`config.mk`:
```
export PLATFORM = sky130hd
export DESIGN_NAME = tcb_mem_rsp
export DESIGN_NICKNAME = d
export VERILOG_FILES = /design/src/verilog/tcb_mem_pkg.sv /design/src/verilog/tcb_mem_rsp.sv
export SDC_FILE = /design/constraint.sdc
export NUM_CORES = 1
export LEC_CHECK = 0
export BUFFER_PORTS_ARGS = -buffer_cell sky130_fd_sc_hd__buf_2
export CORE_MARGIN = 4
export CORE_UTILIZATION = 44
export DETAILED_ROUTE_END_ITERATION = 6
export GPL_TIMING_DRIVEN = 0
export PLACE_DENSITY_LB_ADDON = 0.3
export SYNTH_ARGS = -nofsm -noshare
export SYNTH_HDL_FRONTEND = slang
export SYNTH_SLANG_ARGS = --single-unit
```
`constraint.sdc`:
```
create_clock -name tcb -period 1.19 [get_ports tcb]
set_clock_uncertainty 0.15 [all_clocks]
set_input_delay 0.119 -clock tcb [delete_from_list [all_inputs] [get_ports tcb]]
set_output_delay 0.119 -clock tcb [all_outputs]
set_load 0.02 [all_outputs]
```
`src/verilog/tcb_mem_pkg.sv`:
```
// shared widths, vector types and request/access structs for the TCB byte memory
package tcb_mem_pkg;

  //////////////////////////////////////////////////
  // bus geometry
  //////////////////////////////////////////////////

  // data bus width in bits
  localparam int unsigned tcb_dbw = 32;
  // number of byte lanes per word
  localparam int unsigned tcb_bew = tcb_dbw / 8;

  //////////////////////////////////////////////////
  // vector types
  //////////////////////////////////////////////////

  typedef logic [32-1:0]      tcb_adr_t;   // byte address
  typedef logic [tcb_dbw-1:0] tcb_dat_t;   // data word
  typedef logic [tcb_bew-1:0] tcb_ben_t;   // byte enables, counted from address
  typedef logic [8-1:0]       tcb_byte_t;  // single byte
  typedef logic [2-1:0]       tcb_lane_t;  // lane number inside a word
  typedef logic [tcb_bew-1:0] tcb_rbe_t;   // read enables, lane ordered

  //////////////////////////////////////////////////
  // structs
  //////////////////////////////////////////////////

  // bus request as seen on the port
  typedef struct packed {
    logic     wen;  // 1 = write, 0 = read
    tcb_adr_t adr;
    tcb_ben_t ben;
    tcb_dat_t wdt;
  } tcb_req_t;

  // decoded access, one entry per request byte
  typedef struct packed {
    logic                      vld;
    logic                      wen;
    tcb_ben_t                  ena;  // byte enable per request byte
    tcb_adr_t  [tcb_bew-1:0]   idx;  // memory byte index per request byte
    tcb_lane_t [tcb_bew-1:0]   lne;  // lane used by each request byte
    tcb_dat_t                  wdt;
  } tcb_acc_t;

endpackage

```
`src/verilog/tcb_mem_rsp.sv`:
```
// read data delay pipeline, each stage updates only the lanes that were read
`timescale 1ns/1ps

module tcb_mem_rsp #(
  // total read latency in cycles, at least 1
  parameter int unsigned DLY = 2
)(
  input  logic                  tcb,
  input  logic                  arst_n,
  input  tcb_mem_pkg::tcb_dat_t rd0,
  input  tcb_mem_pkg::tcb_rbe_t rbe0,
  output tcb_mem_pkg::tcb_dat_t rdt
);

  generate
  if (DLY == 1) begin : g_dir

    // array read register already gives the full latency
    assign rdt = rd0;

  end else begin : g_pip

    //////////////////////////////////////////////////
    // stage registers, index 0 is the execute stage
    //////////////////////////////////////////////////

    tcb_mem_pkg::tcb_byte_t [tcb_mem_pkg::tcb_bew-1:0] dat [0:DLY-1];
    tcb_mem_pkg::tcb_rbe_t                            rbe [0:DLY-2];

    assign dat[0] = rd0;
    assign rbe[0] = rbe0;

    for (genvar d = 1; d < DLY; d++) begin : g_stg
      always_ff @(posedge tcb or negedge arst_n) begin
        if (!arst_n) begin
          dat[d] <= '0;
        end else begin
          // lane moves only when the mask travelling with it says so
          for (int unsigned l = 0; l < tcb_mem_pkg::tcb_bew; l++) begin
            if (rbe[d-1][l]) begin
              dat[d][l] <= dat[d-1][l];
            end
          end
        end
      end
    end

    // mask registers follow the data up to the last stage
    for (genvar d = 1; d < DLY-1; d++) begin : g_msk
      always_ff @(posedge tcb or negedge arst_n) begin
        if (!arst_n) begin
          rbe[d] <= '0;
        end else begin
          rbe[d] <= rbe[d-1];
        end
      end
    end

    // last stage drives the port
    assign rdt = dat[DLY-1];

  end
  endgenerate

endmodule

```
==> impl_results.md, run 1 <==
* Outcome: finished, final reports clean
* XOR/XNOR Fraction of Synth Area at 0
* Worst EP arrival at 890 ps
* Post-synthesis cell area at 0.001326 mm2
* Tot GR Track Use at 0.1880
* Buf/Inv on CP at 1
* Max reg flops at 32
* Worst setup startpoint: rdt[21]
* Crit share post-route at 0.9721
* Die height at 62.90 um
* Mapped Cells at 68
* Ys Warns at 0
* Maximum resistive drop on vdd at 0.0007726 V
* Actual slew at the worst max-slew pin at 695.0 ps
* Crit. End Element: output pin
* Area delta synth->final at 71.51%
* Rel. slew slack at 0.5367
* Filler Cell Count at 189
* Vias at 1017
* Largest net degree at the start of global routing at 33
* Top delay family on crit path: flip-flops
* DP HPWL at 1901 um
* Clock sinks at 32
* Total gr overflow at 0
* Simple-gate share of the synthesized area at 0
* Routability cong. at 0.6235
* Core area at 0.002829 mm2
* Stages on the worst setup path at 1
* Yosys reg bits at 32
* Die area at 0.003956 mm2
* CTS root buf: clkbuf_4
* Synth Area in Adders at 0
* Post-synth top cells: 32 x dfrtp_1, 32 x mux2_4, 4 x buf_6
* Final min period at 1157 ps
* Via-to-Cell Ratio at 4.644
* Final instance area at 0.002275 mm2
* I/O pin count at 70
* Post-synth ARST share at 1.000
* Drt initial violations at 35
* Top post-synthesis cells by area: dfrtp_1 60%, mux2_4 36%, buf_6 3.4%
* Vias in the first global route at 1133
* Multiplexer area fraction after synthesis at 0.3623
* Post-synth EDFFs at 0
* # nets final at 225
* Max clock buf depth at 2
* Worst-path cell chain: buf_2
* Initial DRT Pass Iterations at 2
* Achievable frequency at 0.8645 GHz
* CP max stage cell: dfrtp_1
* Slew Viols, Final at 0
* Ant. Diodes at 0
* Total CTS buffers at 5
* Port bufs at 65
* Share of the synthesized area in the top cell type at 0.6038
* Area leader, netlist: dfrtp_1
* PD cells at 1235 mW/mm2
* Critical path data required time at 920 ps
* # DRC at 0
* Compound-Gate Fraction of Synth Area at 0
* Post-route ant nets at 0
* Max incr delay on CP at 400 ps
* Final Hold Viols at 0
* Initial core utilization at 0.4688
* Synthesized net count at 106
* Predominant post-synthesis flop cell: dfrtp_1
* Setup slack at placement at 279.1 ps
* Maxcap violations at 0
* Wire length after detailed routing at 3440 um
* Startpoint types: flop
* Post-synth cell types at 3
* H-tree level count at 2
* # setup viols final at 0
* Avg Inst Size Synth at 19.50 um2
* Rows at 19
* Layout cell share with drive strength beyond 1 at 0.6277
* Setup slack after layout at 33.22 ps
* Multi-input gate area at 480.5 um2
* Reg2Reg Depth at 2
* Total power at 0.002810 W
* Final Util at 0.8041
* Setup crit end: rdt[21]
* Critical path peak fanout at 2
* CTS clk-pin slew, worst paths at 100 ps
* First-pass GRT wire length at 5520 um
* Register area at 800.8 um2
* RSZ-0062 raised after global routing: true
* Post-DP Area at 0.001690 mm2
* Largest family of logic cells by synthesized area: multiplexers
* CTS tree: built
* Sequential cell area fraction in the yosys report at 0.6038
* Reg2reg start: rdt[4]
* WS Path Type: reg2out
* Avg WL per Cell at 15.71 um
* R2R Setup Slk at 130 ps
* Die W at 62.90 um
* R2R Path End: rdt[4]
* Pleak at 1.183 nW
* Initial antenna violation count at 0
* Hold Crit Class: in2async
* Worst-skew pair later-pin latency at 330 ps
[placed cells by master (no fill, tap or decap), drive strengths merged]
master,netlist,final
clkbuf,0,6
dlygate4sd3,0,37
bufinv,0,1
clkinv,0,1
dfrtp,32,32
buf,4,79
mux2,32,32
[cells by family (layout without fill, tap and decap cells)]
kind of cell / count (synthesis) / in the layout
buffers and inverters: 4 / 124
flip-flops: 32 / 32
multiplexers: 32 / 32
[repair_timing]
item                                    4_1_cts  5_1_grt
endpoints found under the setup margin        0       17
hold buffers                                 37        0
hold endpoints to repair                     64        0
gates resized for setup                       0       20
buffers inserted                              0       10
[metrics by stage]
step / setup TNS [ps] / std cells / hold slack [ps]
2_1_floorplan: 0 / 68 / -326.6
3_3_place_gp: 0 / 164 / 38.16
3_5_place_dp: 0 / 164 / 53.95
4_1_cts: 0 / 209 / 219.2
5_1_grt: -88.30 / 219 / 282.8
6_report: 0 / 219 / 211.2
[worst reg2reg max path, delay by kind of cell, from the launching register on]
family	cells	cell delay, ps
buf+inv	1	130
flops	1	400
mux	1	270
[area by class of cell]
cell class,count,share of cell area
flip-flops and latches,32,0.3520
well taps,31,0.01705
clock inverters,2,0.01540
clock buffers,6,0.01815
plain buffers,4,0.01980
multi-input cells,32,0.2112
repair buffers,112,0.3663
[routing by layer]
layer | GRT usage | up-vias | share of wire
li1 | - | 471 | -
met3 | 0.05935 | 11 | 0.059
met2 | 0.3478 | 46 | 0.55
met1 | 0.1832 | 489 | 0.36
met5 | 0 | - | 0
met4 | 0.09917 | 0 | 0.028
[power by group]
| part | switching [W] | total [W] | internal (W) |
|---|---|---|---|
| registers | 0.0000655 | 0.00126 | 0.00120 |
| logic | 0.000315 | 0.000757 | 0.000443 |
| clock network | 0.000351 | 0.000792 | 0.000440 |
[worst min path at each step]
| stage | start | to |
|---|---|---|
| 6_report | arst_n | rdt[20] |
| 5_1_grt | arst_n | rdt[20] |
| 4_1_cts | arst_n | rdt[20] |
| 3_5_place_dp | arst_n | rdt[17] |
| 3_3_place_gp | arst_n | rdt[17] |
| 2_1_floorplan | arst_n | rdt[0] |
Note: power is estimated with default switching activity, not from simulation.
==> inputs of run 2 (changes only) <==
--- a/config.mk
+++ b/config.mk
@@ -5,9 +5,10 @@
 export SDC_FILE = /design/constraint.sdc
 export NUM_CORES = 1
 export LEC_CHECK = 0
+export ABC_AREA = 1
 export BUFFER_PORTS_ARGS = -buffer_cell sky130_fd_sc_hd__buf_2
 export CORE_MARGIN = 4
-export CORE_UTILIZATION = 44
+export CORE_UTILIZATION = 42
 export DETAILED_ROUTE_END_ITERATION = 6
 export GPL_TIMING_DRIVEN = 0
 export PLACE_DENSITY_LB_ADDON = 0.3
==> impl_results.md, run 2 <==
* Total power at 0.002344 W
* CTS root buf: clkbuf_4
* Top post-synthesis cells by area: dfrtp_1 66%, nand2_1 30%, buf_6 3.7%
* CTS tree: built
* Total CTS buffers at 5
* Ant. Diodes at 0
* Initial core utilization at 0.4428
* Pleak at 1.209 nW
* Avg WL per Cell at 12.34 um
* Top delay family on crit path: flip-flops
* Placed instance count at 232
* Final instance area at 0.002101 mm2
* Critical path data required time at 920 ps
* Crit share post-route at 0.9801
* Multi-input gate area at 360.3 um2
* Vias at 1255
* Slew Viols, Final at 0
* Post-route setup TNS at 0 ps
* Final Hold Viols at 0
* Commonest cells after routing, fill and taps aside: 96 x nand2_1, 58 x buf_2, 37 x dlygate4sd3_1
* Compound-Gate Fraction of Synth Area at 0
* Worst-skew pair later-pin latency at 320 ps
* Die W at 61.92 um
* Final min period at 1166 ps
* Sequential cell area fraction in the yosys report at 0.6557
* Buf/Inv on CP at 1
* Hold Crit Class: in2async
* DP HPWL at 2021 um
* Initial antenna violation count at 0
* Clock sinks at 32
* R2R Path End: rdt[16]
* CTS clk-pin slew, worst paths at 80 ps
* R2R Setup Slk at 290 ps
* H-tree level count at 2
* Commonest non-fill, non-tap cell in the layout: nand2_1
* Core area at 0.002758 mm2
* WS Path Type: reg2out
* PD cells at 1116 mW/mm2
* # setup viols final at 0
* Synth Area in Adders at 0
* Actual slew at the worst max-slew pin at 658.9 ps
* Mapped Cells at 136
* Largest family of logic cells by synthesized area: simple AND/OR/NAND/NOR gates
* Rows at 19
* Die height at 61.92 um
* Wire length after detailed routing at 3491 um
* Rel. slew slack at 0.5607
* Share of the synthesized area in the top cell type at 0.6557
* Ys Warns at 0
* Max reg flops at 32
* Yosys reg bits at 32
* # DRC at 0
* Achievable frequency at 0.8574 GHz
* Critical path peak fanout at 2
* Via-to-Cell Ratio at 4.435
* Layout cell share with drive strength beyond 1 at 0.3452
* Post-route ant nets at 0
* Post-synth top cells: 96 x nand2_1, 32 x dfrtp_1, 4 x buf_6, 4 x inv_2
* CP max stage cell: dfrtp_1
* Initial DRT Pass Iterations at 4
* Post-DP Area at 0.001585 mm2
* Post-synthesis cell area at 0.001221 mm2
* Area delta synth->final at 72.03%
* Crit. End Element: output pin
* Most frequent cell after synthesis: nand2_1
* Non-Filler Instances at 283
* Die area at 0.003834 mm2
* Post-synth ARST share at 1.000
* Maximum resistive drop on vdd at 0.0009830 V
* Routability cong. at 0.6776
* Reg2reg start: rdt[16]
* Multiplexer area fraction after synthesis at 0
* First-pass GRT wire length at 5154 um
* Maxcap violations at 0
* Area leader, netlist: dfrtp_1
* Max clock buf depth at 2
* Port bufs at 65
* I/O pin count at 70
* Outcome: finished, final reports clean
* Post-synth cell types at 4
* Total gr overflow at 0
* Simple-gate share of the synthesized area at 0.2951
* Worst EP arrival at 900 ps
* Predominant post-synthesis flop cell: dfrtp_1
* Startpoint types: flop
* Max incr delay on CP at 410 ps
* Tot GR Track Use at 0.1924
* Avg Inst Size Synth at 8.979 um2
* Largest net degree at the start of global routing at 33
* XOR/XNOR Fraction of Synth Area at 0
* Register area at 800.8 um2
* Filler Cell Count at 196
* Synthesized net count at 174
* Drt initial violations at 23
* Worst-path cell chain: buf_2
* Vias in the first global route at 1241
* Reg2Reg Depth at 3
* Final hold slack at 214.7 ps
* Post-synth EDFFs at 0
* # nets final at 292
[run 2: cell types whose count changed after synthesis, sizes merged]
cell,before,now
nand2,0,96
mux2,32,0
inv,0,4
[run 2: kinds of logic (layout without fill, tap and decap cells)]
family / after synthesis / after routing
simple gates: 96 / 96
flops: 32 / 32
buf+inv: 8 / 124
[run 2: worst max-delay path by stage]
stage                 start      end  slack (ps)  depth (start not counted)
floorplan            rdt[0]   rdt[0]         360                          2
global placement     arst_n  rdt[31]         390                          1
detailed placement   arst_n  rdt[25]         380                          1
CTS                 rdt[16]  rdt[16]          30                          1
global route        rdt[16]  rdt[16]         -10                          1
finish              rdt[16]  rdt[16]          20                          1
[run 2: power breakdown]
part           internal, W  switching (W)
combinational     0.000294       0.000311
sequential         0.00118      0.0000550
clock             0.000197       0.000304
[run 2: what timing repair did]
| item | 4_1_cts | 5_1_grt |
|---|---|---|
| hold buffers | 37 | 0 |
| buffers inserted | 0 | 9 |
| resized for setup | 0 | 13 |
| endpoints found under the setup margin | 0 | 14 |
| endpoints found under the hold margin | 64 | 0 |
[run 2: metal layers]
layer	up-vias	track usage	wire [um]
li1	635	-	-
met1	563	0.1960	1208
met2	48	0.3438	1956
met3	9	0.07645	252
met4	0	0.08788	74
met5	-	0	0
[run 2: through the flow]
step                      setup WS (ps)    util
final                             23.70  0.7618
after floorplan                   364.0       -
after CTS                         28.36  0.7228
after detailed placement          379.2  0.5749
after global placement            388.0  0.5749
after global routing             -12.07  0.7618
[run 2: cell type report]
class | instances | area share
timing repair buffer | 111 | 0.3824
inverter | 4 | 0.007147
sequential | 32 | 0.3812
clock buffer | 5 | 0.01787
buffer | 4 | 0.02144
multi-input combinational | 96 | 0.1715
tap | 31 | 0.01846
