$ cat src/verilog/tcb_mem_pkg.sv
// shared widths, vector types and request/access structs for the TCB byte memory
package tcb_mem_pkg;

  //////////////////////////////////////////////////
  // bus geometry
  //////////////////////////////////////////////////

  // data bus width in bits
  localparam int unsigned tcb_dbw = 32;
  // number of byte lanes per word
  localparam int unsigned tcb_bew = tcb_dbw / 8;

  //////////////////////////////////////////////////
  // vector types
  //////////////////////////////////////////////////

  typedef logic [32-1:0]      tcb_adr_t;   // byte address
  typedef logic [tcb_dbw-1:0] tcb_dat_t;   // data word
  typedef logic [tcb_bew-1:0] tcb_ben_t;   // byte enables, counted from address
  typedef logic [8-1:0]       tcb_byte_t;  // single byte
  typedef logic [2-1:0]       tcb_lane_t;  // lane number inside a word
  typedef logic [tcb_bew-1:0] tcb_rbe_t;   // read enables, lane ordered

  //////////////////////////////////////////////////
  // structs
  //////////////////////////////////////////////////

  // bus request as seen on the port
  typedef struct packed {
    logic     wen;  // 1 = write, 0 = read
    tcb_adr_t adr;
    tcb_ben_t ben;
    tcb_dat_t wdt;
  } tcb_req_t;

  // decoded access, one entry per request byte
  typedef struct packed {
    logic                      vld;
    logic                      wen;
    tcb_ben_t                  ena;  // byte enable per request byte
    tcb_adr_t  [tcb_bew-1:0]   idx;  // memory byte index per request byte
    tcb_lane_t [tcb_bew-1:0]   lne;  // lane used by each request byte
    tcb_dat_t                  wdt;
  } tcb_acc_t;

endpackage

$ cat src/verilog/tcb_mem_dec.sv
// combinational request decoder, turns a bus request into per-byte indices and lanes
`timescale 1ns/1ps

module tcb_mem_dec #(
  // memory size in bytes, power of two
  parameter int unsigned SZ = 256
)(
  input  logic                 vld,
  input  tcb_mem_pkg::tcb_req_t req,
  output tcb_mem_pkg::tcb_acc_t acc
);

  //////////////////////////////////////////////////
  // local signals
  //////////////////////////////////////////////////

  // mask for wrapping the byte index into the array
  localparam tcb_mem_pkg::tcb_adr_t adr_msk = tcb_mem_pkg::tcb_adr_t'(SZ - 1);

  // per-byte address before wrapping
  tcb_mem_pkg::tcb_adr_t [tcb_mem_pkg::tcb_bew-1:0] adr_byt;

  //////////////////////////////////////////////////
  // per-byte address and lane
  //////////////////////////////////////////////////

  // byte b of the request sits at adr+b
  always_comb begin
    for (int unsigned b = 0; b < tcb_mem_pkg::tcb_bew; b++) begin
      adr_byt[b] = req.adr + tcb_mem_pkg::tcb_adr_t'(b);
    end
  end

  //////////////////////////////////////////////////
  // access struct
  //////////////////////////////////////////////////

  always_comb begin
    // strobe and direction straight from the port
    acc.vld = vld;
    acc.wen = req.wen;
    // enables stay in request byte order
    acc.ena = req.ben;
    // write data is still lane ordered
    acc.wdt = req.wdt;
    for (int unsigned b = 0; b < tcb_mem_pkg::tcb_bew; b++) begin
      // modulo SZ addressing, SZ is a power of two
      acc.idx[b] = adr_byt[b] & adr_msk;
      // lane is (adr+b) mod 4
      acc.lne[b] = adr_byt[b][1:0];
    end
  end

endmodule

$ cat config.mk
export PLATFORM = sky130hd
export DESIGN_NAME = tcb_mem_dec
export DESIGN_NICKNAME = d
export VERILOG_FILES = /design/src/verilog/tcb_mem_pkg.sv /design/src/verilog/tcb_mem_dec.sv
export SDC_FILE = /design/constraint.sdc
export NUM_CORES = 1
export LEC_CHECK = 0
export BUFFER_PORTS_ARGS = -buffer_cell sky130_fd_sc_hd__buf_4
export CORE_AREA = 2 2 95 97
export DETAILED_ROUTE_END_ITERATION = 12
export DIE_AREA = 0 0 97 99
export PLACE_DENSITY_LB_ADDON = 0.12
export SLEW_MARGIN = 20
export SYNTH_ARGS = -nofsm -noshare
export SYNTH_HDL_FRONTEND = slang
export SYNTH_SLANG_ARGS = --single-unit
$ cat constraint.sdc
create_clock -name vclk -period 0.8
set_input_delay 0.08 -clock vclk [all_inputs]
set_output_delay 0.08 -clock vclk [all_outputs]
set_load 0.05 [all_outputs]
==> results.md, run 1 <==
- P_int: around 0.65 mW
- Worst slack on hold paths: about 0.16 ns
- Failing checks: setup timing
- Placed Area: roughly 1800 um2
- Period utilization: 141%
- Gate count after technology mapping: approximately 200
- Cell variety after synth: 15
- Sequential share of power: 0%
- Minimum setup slack in the final design: -0.326 ns
- Syn-to-layout area delta: 45.7%
- Switching power summed over all nets: around 1.9 mW
- Relative contribution of combinational cells to total power: 100.0%
- Number of clock buffers in the layout: 0
- Top delay family on crit path: buffers and inverters
- Net count, final: about 300
- Power density over cell area: ~1200 nW/um2
- Wire length of the first global-routing pass: around 4200 um
- Floorplan die width: about 97 um
- Switching share of power: around three quarters
- TritonRoute pass-1 iters: 2
- Largest vdd supply drop: a little under 0.6 mV
- Average cell area after synthesis: 7.37 um2
- Clock share of power: 0%
- Hold/Removal Path Class: primary input to output port
- Overall routed net length: approximately 3000 um
- Crit path launch type: primary input
- Drc violations: 0
- CP Cell Sequence: buf_12, buf_12, ha_4, buf_6, nand2_4, buf_12, xnor2_4, buf_6
- Standby leakage power: ~1.0 nW
- Largest stage delay, worst path: 0.17 ns
- Pin count of the biggest net entering global routing: 8
- Number of fill cells in the layout: just over 900
- Number of hold-repair buffers added at the cts stage: 0
- Number of antenna violations at the first check in global routing: 0
- Minimum period implied by the final worst setup slack: between 1 and 1.5 ns
- Total number of sequential cells: 0
- Post-DR vias/cell: between 2 and 3
- Number of buffer and inverter stages on the critical path: 5
- Final RePlAce weighted congestion: 0.676
- Overflow left after global routing: 0
- Row count: 34
- # Max-Cap Violations: 0
- Antenna Cells: 0
- Area of the mapped netlist: between 1000 and 1500 um2
- Overall Global Routing Usage: under 10%
- Final slew viol count: 0
- Data required, critical path: between 0.7 and 0.8 ns
- Setup Total Neg Slack: -5.02 ns
- Die Outline Area: a little under 10,000 um2
- Cell types with the largest area share after synthesis: sky130_fd_sc_hd__buf_4 (77%), sky130_fd_sc_hd__xnor2_1 (5.9%), sky130_fd_sc_hd__ha_1 (4.2%)
- Most repeated cell in the gate-level netlist after synthesis: sky130_fd_sc_hd__buf_4
- Iter 0 DRT Violations: 8
- Worst EP arrival: roughly 1.1 ns
- Critical-path top delay cell: sky130_fd_sc_hd__ha_4
- Starting Density: ~17%
- # setup viols final: 23
- Result of the run: finished, violations left
- Number of warning messages in the yosys log: 0
- Setup slack at placement: -0.523 ns
- Library cell with the largest summed area after synthesis: sky130_fd_sc_hd__buf_4
- Area of the core: 8550 um2
- Cell occurring most often along the worst timing path: sky130_fd_sc_hd__buf_12
- Die H: between 90 and 100 um
- Maximum clock frequency: roughly 890 MHz
- Per-cell routed wire length: between 8 and 9 um
- Worst Path Class, Setup: primary input to output port
- Post-route total power: 2.51 mW
- I/O pin count: 244
- Share of the synthesized area in the top cell type: between 70 and 80%
- Max FO, Critical Path: 3
- Number of port buffers: 48
- Final hold violation count: 0
- Count of nets left with antenna violations after detail routing: 0
- Number of global-route vias before repair: roughly 740
- Sequential cell area fraction in the yosys report: 0%
- Area occupied by registers: 0 um2
- Crit end category: output port
- RSZ-0062 raised after global routing: yes
- Estimated wirelength of the detail-placed design: 2740 um
- Most instantiated cells after synthesis: sky130_fd_sc_hd__buf_4 (152), sky130_fd_sc_hd__xnor2_1 (10), sky130_fd_sc_hd__xor2_1 (7)
- Proportion of layout cells with a drive suffix above 1: roughly 54%
- Via total after detailed routing: slightly above 900
- Final Cell Area: 2160 um2
[worst paths after layout]
| path | cells after the start | from | end | slack (ns) |
|---|---|---|---|---|
| worst min-delay path | 0 | req[14] | acc[14] | 0.16 |
| worst max-delay path | 8 | req[37] | acc[75] | -0.33 |
[power groups by stage]
stage          clock network, mW  registers, mW  logic [mW]
2_1_floorplan                  0              0        2.79
4_1_cts                        0              0        2.50
5_1_grt                        0              0        2.59
6_report                       0              0        2.51
3_3_place_gp                   0              0        2.30
3_5_place_dp                   0              0        2.29
[layout by cell type, fill, tap and decap left out]
| master | n |
|---|---|
| sky130_fd_sc_hd__nor2_2 | 1 |
| sky130_fd_sc_hd__nand3_4 | 3 |
| sky130_fd_sc_hd__ha_4 | 5 |
| sky130_fd_sc_hd__nand2b_4 | 1 |
| sky130_fd_sc_hd__inv_1 | 1 |
| sky130_fd_sc_hd__nand4_1 | 2 |
| sky130_fd_sc_hd__xor2_4 | 6 |
| sky130_fd_sc_hd__nor2_4 | 4 |
| sky130_fd_sc_hd__conb_1 | 96 |
| sky130_fd_sc_hd__xnor2_4 | 9 |
| sky130_fd_sc_hd__xor2_2 | 1 |
| sky130_fd_sc_hd__a21oi_2 | 1 |
| sky130_fd_sc_hd__nand2_1 | 2 |
| sky130_fd_sc_hd__buf_6 | 35 |
| sky130_fd_sc_hd__buf_12 | 8 |
| sky130_fd_sc_hd__a21oi_4 | 1 |
| sky130_fd_sc_hd__clkinvlp_4 | 3 |
| sky130_fd_sc_hd__nand2_4 | 3 |
| sky130_fd_sc_hd__buf_8 | 5 |
| sky130_fd_sc_hd__and4_4 | 1 |
| sky130_fd_sc_hd__xnor2_2 | 1 |
| sky130_fd_sc_hd__buf_4 | 30 |
| sky130_fd_sc_hd__inv_2 | 1 |
[layer usage]
metal | vias up | wire length, um | share of wire, % | GRT usage, %
met3 | 16 | 378 | 13 | 1.28
met1 | 404 | 888 | 30 | 5.91
met4 | 0 | 106 | 3.6 | 1.73
li1 | 402 | - | - | -
met2 | 87 | 1580 | 53 | 9.62
met5 | - | 0 | 0 | 0
[final cells by class]
type                       count  area, um2  share of cell area, %
tap                          108        135                   6.26
timing repair buffer          78        855                   39.6
multi-input combinational    137       1140                   52.8
inverter                       5       30.0                   1.39
[repair_timing]
item                       4_1_cts  5_1_grt
resized for setup               62        7
setup endpoints to repair       24       26
setup buffers                    6        2
pin swaps                       23        6
[through the flow]
| step | instances | util, % |
|---|---|---|
| after floorplan | 296 | - |
| after global placement | 323 | 21.5 |
| after detailed placement | 323 | 21.5 |
| after CTS | 327 | 24.9 |
| after global routing | 328 | 25.2 |
| final | 328 | 25.2 |
[logic make-up (layout without fill, tap and decap cells)]
| family | Yosys count | count (layout) | synth area share (%) |
|---|---|---|---|
| AO/OA/AOI/OAI | 2 | 2 | 0.676 |
| XOR/XNOR | 17 | 17 | 10.1 |
| adder cells (fa/ha/maj) | 5 | 5 | 4.22 |
| buffers and inverters | 159 | 83 | 79.4 |
| other | 1 | 96 | 0.253 |
| AND/OR/NAND/NOR | 17 | 17 | 5.41 |
Power figures use the tool's default switching activity.
==> run 2, diff against run 1 <==
RECOVER_POWER = 100   (was not set)
==> run 2 against run 1 <==
Effect of this change:
- the run still ends with setup timing left
- hold slack did not move
- final cell count did not move
- non-clock buffer count is the same
- critical path type unchanged
==> results.md, run 2 (same netlist as run 1, synthesis figures left out) <==
- Proportion of layout cells with a drive suffix above 1: 54.1% (unchanged)
- Net count, final: 297 (unchanged)
- Total number of sequential cells: 0 (unchanged)
- CP Cell Sequence: buf_12, buf_12, ha_4, buf_6, nand2_4, buf_12, xnor2_4, buf_6
- Per-cell routed wire length: 8.98 um (-0.10%)
- Starting Density: 17.3% (unchanged)
- Via total after detailed routing: 909 (unchanged)
- Cell occurring most often along the worst timing path: sky130_fd_sc_hd__buf_12
- Largest stage delay, worst path: 0.17 ns (about the same)
- # setup viols final: 23 (unchanged)
- Minimum period implied by the final worst setup slack: 1.13 ns (unchanged)
- Final hold violation count: 0 (unchanged)
- Number of port buffers: 48 (unchanged)
- Final RePlAce weighted congestion: 0.676 (unchanged)
- Result of the run: finished, violations left
- # Max-Cap Violations: 0 (unchanged)
- Wire length of the first global-routing pass: 4180 um (unchanged)
- Worst slack on hold paths: 0.160 ns (unchanged)
- Area occupied by registers: 0 um2 (unchanged)
- Max FO, Critical Path: 3 (unchanged)
- Overflow left after global routing: 0 (unchanged)
- Final core occ: 25.0% (-0.26 points)
- Number of clock buffers in the layout: 0 (unchanged)
- Count of nets left with antenna violations after detail routing: 0 (unchanged)
- Row count: 34 (unchanged)
- Worst EP arrival: 1.05 ns (about the same)
- Overall routed net length: 2950 um (-0.10%)
- Estimated wirelength of the detail-placed design: 2740 um (unchanged)
- Number of global-route vias before repair: 744 (unchanged)
- RSZ-0062 raised after global routing: yes
- Final slew viol count: 0 (unchanged)
- Die Outline Area: 9600 um2 (unchanged)
- Critical-path top delay cell: sky130_fd_sc_hd__ha_4
- Pin count of the biggest net entering global routing: 8 (unchanged)
- Iter 0 DRT Violations: 8 (unchanged)
- TritonRoute pass-1 iters: 2 (unchanged)
- Area of the core: 8550 um2 (unchanged)
- Crit path launch type: primary input
- Worst Path Class, Setup: primary input to output port
- Failing checks: setup timing
- Most used cells in the layout excluding fill and tap cells: sky130_fd_sc_hd__conb_1 (96), sky130_fd_sc_hd__buf_6 (35), sky130_fd_sc_hd__buf_4 (20)
- Number of antenna violations at the first check in global routing: 0 (unchanged)
- Antenna Cells: 0 (unchanged)
- Drc violations: 0 (unchanged)
- Top delay family on crit path: buffers and inverters
- Period utilization: 141% (unchanged)
- Number of fill cells in the layout: 929 (+0.11%)
- Data required, critical path: 0.72 ns (about the same)
- Syn-to-layout area delta: 44.2%
- Floorplan die width: 97 um (unchanged)
- Die H: 99 um (unchanged)
- Number of buffer and inverter stages on the critical path: 5 (unchanged)
- Overall Global Routing Usage: 5.23% (unchanged)
- Area of the multi-input gates: 1140 um2 (unchanged)
- Min-Delay Startpoint: req[14]
- Minimum setup slack in the final design: -0.326 ns (unchanged)
- Post-DR vias/cell: 2.77 (unchanged)
- Setup slack at placement: -0.523 ns (unchanged)
- Worst setup startpoint: req[37]
- Standby leakage power: 1.04 nW (-0.62%)
- Maximum clock frequency: 888 MHz (unchanged)
- Crit end category: output port
- I/O pin count: 244 (unchanged)
- Largest vdd supply drop: 0.578 mV (about the same)
- Number of hold-repair buffers added at the cts stage: 0 (unchanged)
- Power density over cell area: 1170 nW/um2 (+0.44%)
- Hold/Removal Path Class: primary input to output port
- Most common cell after layout, fill and taps aside: sky130_fd_sc_hd__conb_1
==> run 2: layer usage <==
metal | GRT usage, % | wire length, um
met5 | 0 | 0
met4 | 1.73 | 106
met3 | 1.28 | 383
met2 | 9.62 | 1570
met1 | 5.91 | 883
==> run 2: final cells by class <==
cell class         instances  area share, %
repair buffers            78           39.0
well taps                108           6.33
inverters                  5           1.41
multi-input cells        137           53.3
==> run 2: worst paths after layout <==
path | endpoint | slack (ns) | cells past startpoint
worst max-delay path | acc[75] | -0.33 | 8
worst min-delay path | acc[14] | 0.16 | 0
==> run 2: report_power, final <==
| part | switching [mW] | internal, mW |
|---|---|---|
| registers | 0 | 0 |
| clock network | 0 | 0 |
| logic | 1.86 | 0.637 |
==> run 2: through the flow <==
step	area, um2	total power [mW]	setup TNS [ns]	std cells
after global placement	1840	2.30	-7.65	323
after floorplan	2300	2.79	-5.69	296
after detailed placement	1840	2.29	-7.78	323
after CTS	2130	2.50	-5.46	327
after global routing	2140	2.58	-5.89	328
final	2140	2.49	-5.02	328
==> run 2: timing repair <==
action                     CTS  global route
pin swaps                   23             6
resized for setup           62             7
buffers inserted             6             2
setup endpoints to repair   24            26
==> run 3, diff against run 2 <==
BUFFER_PORTS_ARGS = -buffer_cell sky130_fd_sc_hd__buf_2   (was -buffer_cell sky130_fd_sc_hd__buf_4)
PLACE_DENSITY_LB_ADDON = 0.1   (was 0.12)
==> run 3 against run 2 <==
Effect of this change:
- the flow still finishes with violations (setup timing)
- hold slack stayed put
- sequential share of layout area did not move
- utilization fell by 0.41 points
- first-iteration DRC count increased by 100%
- die area unchanged
- clock-buffer cell count stayed put
- design area decreased by 1.6%
- worst setup slack better by 0.0048 ns
==> results.md, run 3 (same netlist as run 1, synthesis figures left out) <==
- Result of the run: finished, violations left
- Failing checks: setup timing
- Number of port buffers: 48 (unchanged)
- Number of hold-repair buffers added at the cts stage: 0 (unchanged)
- Wire length of the first global-routing pass: 4100 um (-2.0%)
- Iter 0 DRT Violations: 16 (+8)
- Standby leakage power: 1.02 nW (-1.8%)
- Post-DR vias/cell: 2.71 (-2.1%)
- Proportion of layout cells with a drive suffix above 1: 53.4% (-0.67 points)
- Maximum clock frequency: 892 MHz (+0.43%)
- Count of cell instances traversed by the critical path: 7 (-1)
- Top delay family on crit path: buffers and inverters
- Number of global-route vias before repair: 738 (-0.81%)
- Floorplan die width: 97 um (unchanged)
- Area occupied by registers: 0 um2 (unchanged)
- Final slew viol count: 0 (unchanged)
- TritonRoute pass-1 iters: 2 (unchanged)
- Setup Total Neg Slack: -5.29 ns (-0.267 ns)
- Minimum period implied by the final worst setup slack: 1.12 ns (-0.00482 ns)
- Worst Path Class, Setup: primary input to output port
- Final RePlAce weighted congestion: 0.657 (-2.8%)
- Total number of sequential cells: 0 (unchanged)
- Most used cells in the layout excluding fill and tap cells: sky130_fd_sc_hd__conb_1 (96), sky130_fd_sc_hd__buf_6 (40), sky130_fd_sc_hd__buf_4 (14)
- Cell occurring most often along the worst timing path: sky130_fd_sc_hd__buf_6
- Die H: 99 um (unchanged)
- Largest stage delay, worst path: 0.17 ns (about the same)
- Final standard cell count with taps included and fillers excluded: 327 (-0.30%)
- Antenna Cells: 0 (unchanged)
- Estimated wirelength of the detail-placed design: 2600 um (-5.0%)
- Hold/Removal Path Class: primary input to output port
- Cell count after placement: 323 (unchanged)
- Most common cell after layout, fill and taps aside: sky130_fd_sc_hd__conb_1
- Number of clock buffers in the layout: 0 (unchanged)
- Row count: 34 (unchanged)
- Worst slack on hold paths: 0.160 ns (unchanged)
- CP Cell Sequence: buf_8, buf_6, ha_4, a21oi_4, nor2_4, xor2_4, buf_6
- Final hold violation count: 0 (unchanged)
- Max FO, Critical Path: 3 (unchanged)
- Crit path launch type: primary input
- Count of nets left with antenna violations after detail routing: 0 (unchanged)
- Data required, critical path: 0.72 ns (about the same)
- Largest vdd supply drop: 0.625 mV (+8.2%)
- Setup slack at placement: -0.555 ns (-0.0317 ns)
- Die Outline Area: 9600 um2 (unchanged)
- Number of fill cells in the layout: 917 (-1.3%)
- Hold path cells: 0 (unchanged)
- Pin count of the biggest net entering global routing: 7 (-1)
- # Max-Cap Violations: 0 (unchanged)
- Per-cell routed wire length: 8.71 um (-3.0%)
- Critical-path top delay cell: sky130_fd_sc_hd__ha_4
- # setup viols final: 22 (-4.3%)
- Overall Global Routing Usage: 5.03% (-0.20 points)
- Worst EP arrival: 1.04 ns (about the same)
- Worst slew margin: between 60% and 70%
- Via total after detailed routing: 887 (-2.4%)
- RSZ-0062 raised after global routing: yes
- Number of antenna violations at the first check in global routing: 0 (unchanged)
- Drc violations: 0 (unchanged)
- Syn-to-layout area delta: 41.8%
- Period utilization: 140% (-0.60 points)
- Power density over cell area: 1180 nW/um2 (+0.83%)
- Minimum setup slack in the final design: -0.321 ns (+0.00483 ns)
- Number of buffer and inverter stages on the critical path: 3 (-2)
- Crit end category: output port
- Net count, final: 296 (-0.34%)
- Starting Density: 17.3% (unchanged)
- Overflow left after global routing: 0 (unchanged)
- Overall routed net length: 2850 um (-3.3%)
- Area of the core: 8550 um2 (unchanged)
- Slew of the pin with the lowest slew margin: just under 0.6 ns
- I/O pin count: 244 (unchanged)
run 3: cell count changes in the layout (fill, tap and decap cells not counted), moves of 2 or more:
cell / before / now
sky130_fd_sc_hd__buf_4: 20 / 14
sky130_fd_sc_hd__buf_6: 35 / 40
sky130_fd_sc_hd__clkbuf_2: 7 / 10
sky130_fd_sc_hd__buf_8: 5 / 7
sky130_fd_sc_hd__buf_12: 8 / 3
run 3: per-layer routing:
layer / vias to the layer above / routed length (um) / global-route usage (%)
met5: - / 0 / 0
met4: 0 / 125 / 2.49
met3: 18 / 314 / 0.922
met2: 84 / 1500 / 8.87
met1: 389 / 907 / 5.85
li1: 396 / - / -
run 3: worst paths after layout:
kind	endpoint	slack, ns	start
worst min-delay path	acc[12]	0.16	req[12]
worst max-delay path	acc[143]	-0.32	req[37]
run 3: repair_timing:
item                                    CTS  global route
buffers inserted                          1             5
endpoints found under the setup margin   33            26
gates resized for setup                  96             8
pin swaps                                19            10
run 3: where the power goes:
group	leakage [nW]	total [mW]	switching [mW]	internal (mW)
combinational	1.02	2.47	1.86	0.615
clock	0	0	0	0
sequential	0	0	0	0
run 3: final cells by class:
type / instances / area [um2] / area share (%)
multi-input cells: 137 / 1150 / 54.8
inverters: 5 / 30.0 / 1.43
well taps: 108 / 135 / 6.43
repair buffers: 77 / 785 / 37.3
run 3: metrics by stage:
step / instance area (um2) / power, mW / util [%]
6_report: 2100 / 2.47 / 24.6
3_5_place_dp: 1700 / 2.17 / 19.9
4_1_cts: 2040 / 2.45 / 23.8
2_1_floorplan: 2300 / 2.79 / -
3_3_place_gp: 1700 / 2.18 / 19.9
5_1_grt: 2100 / 2.55 / 24.6
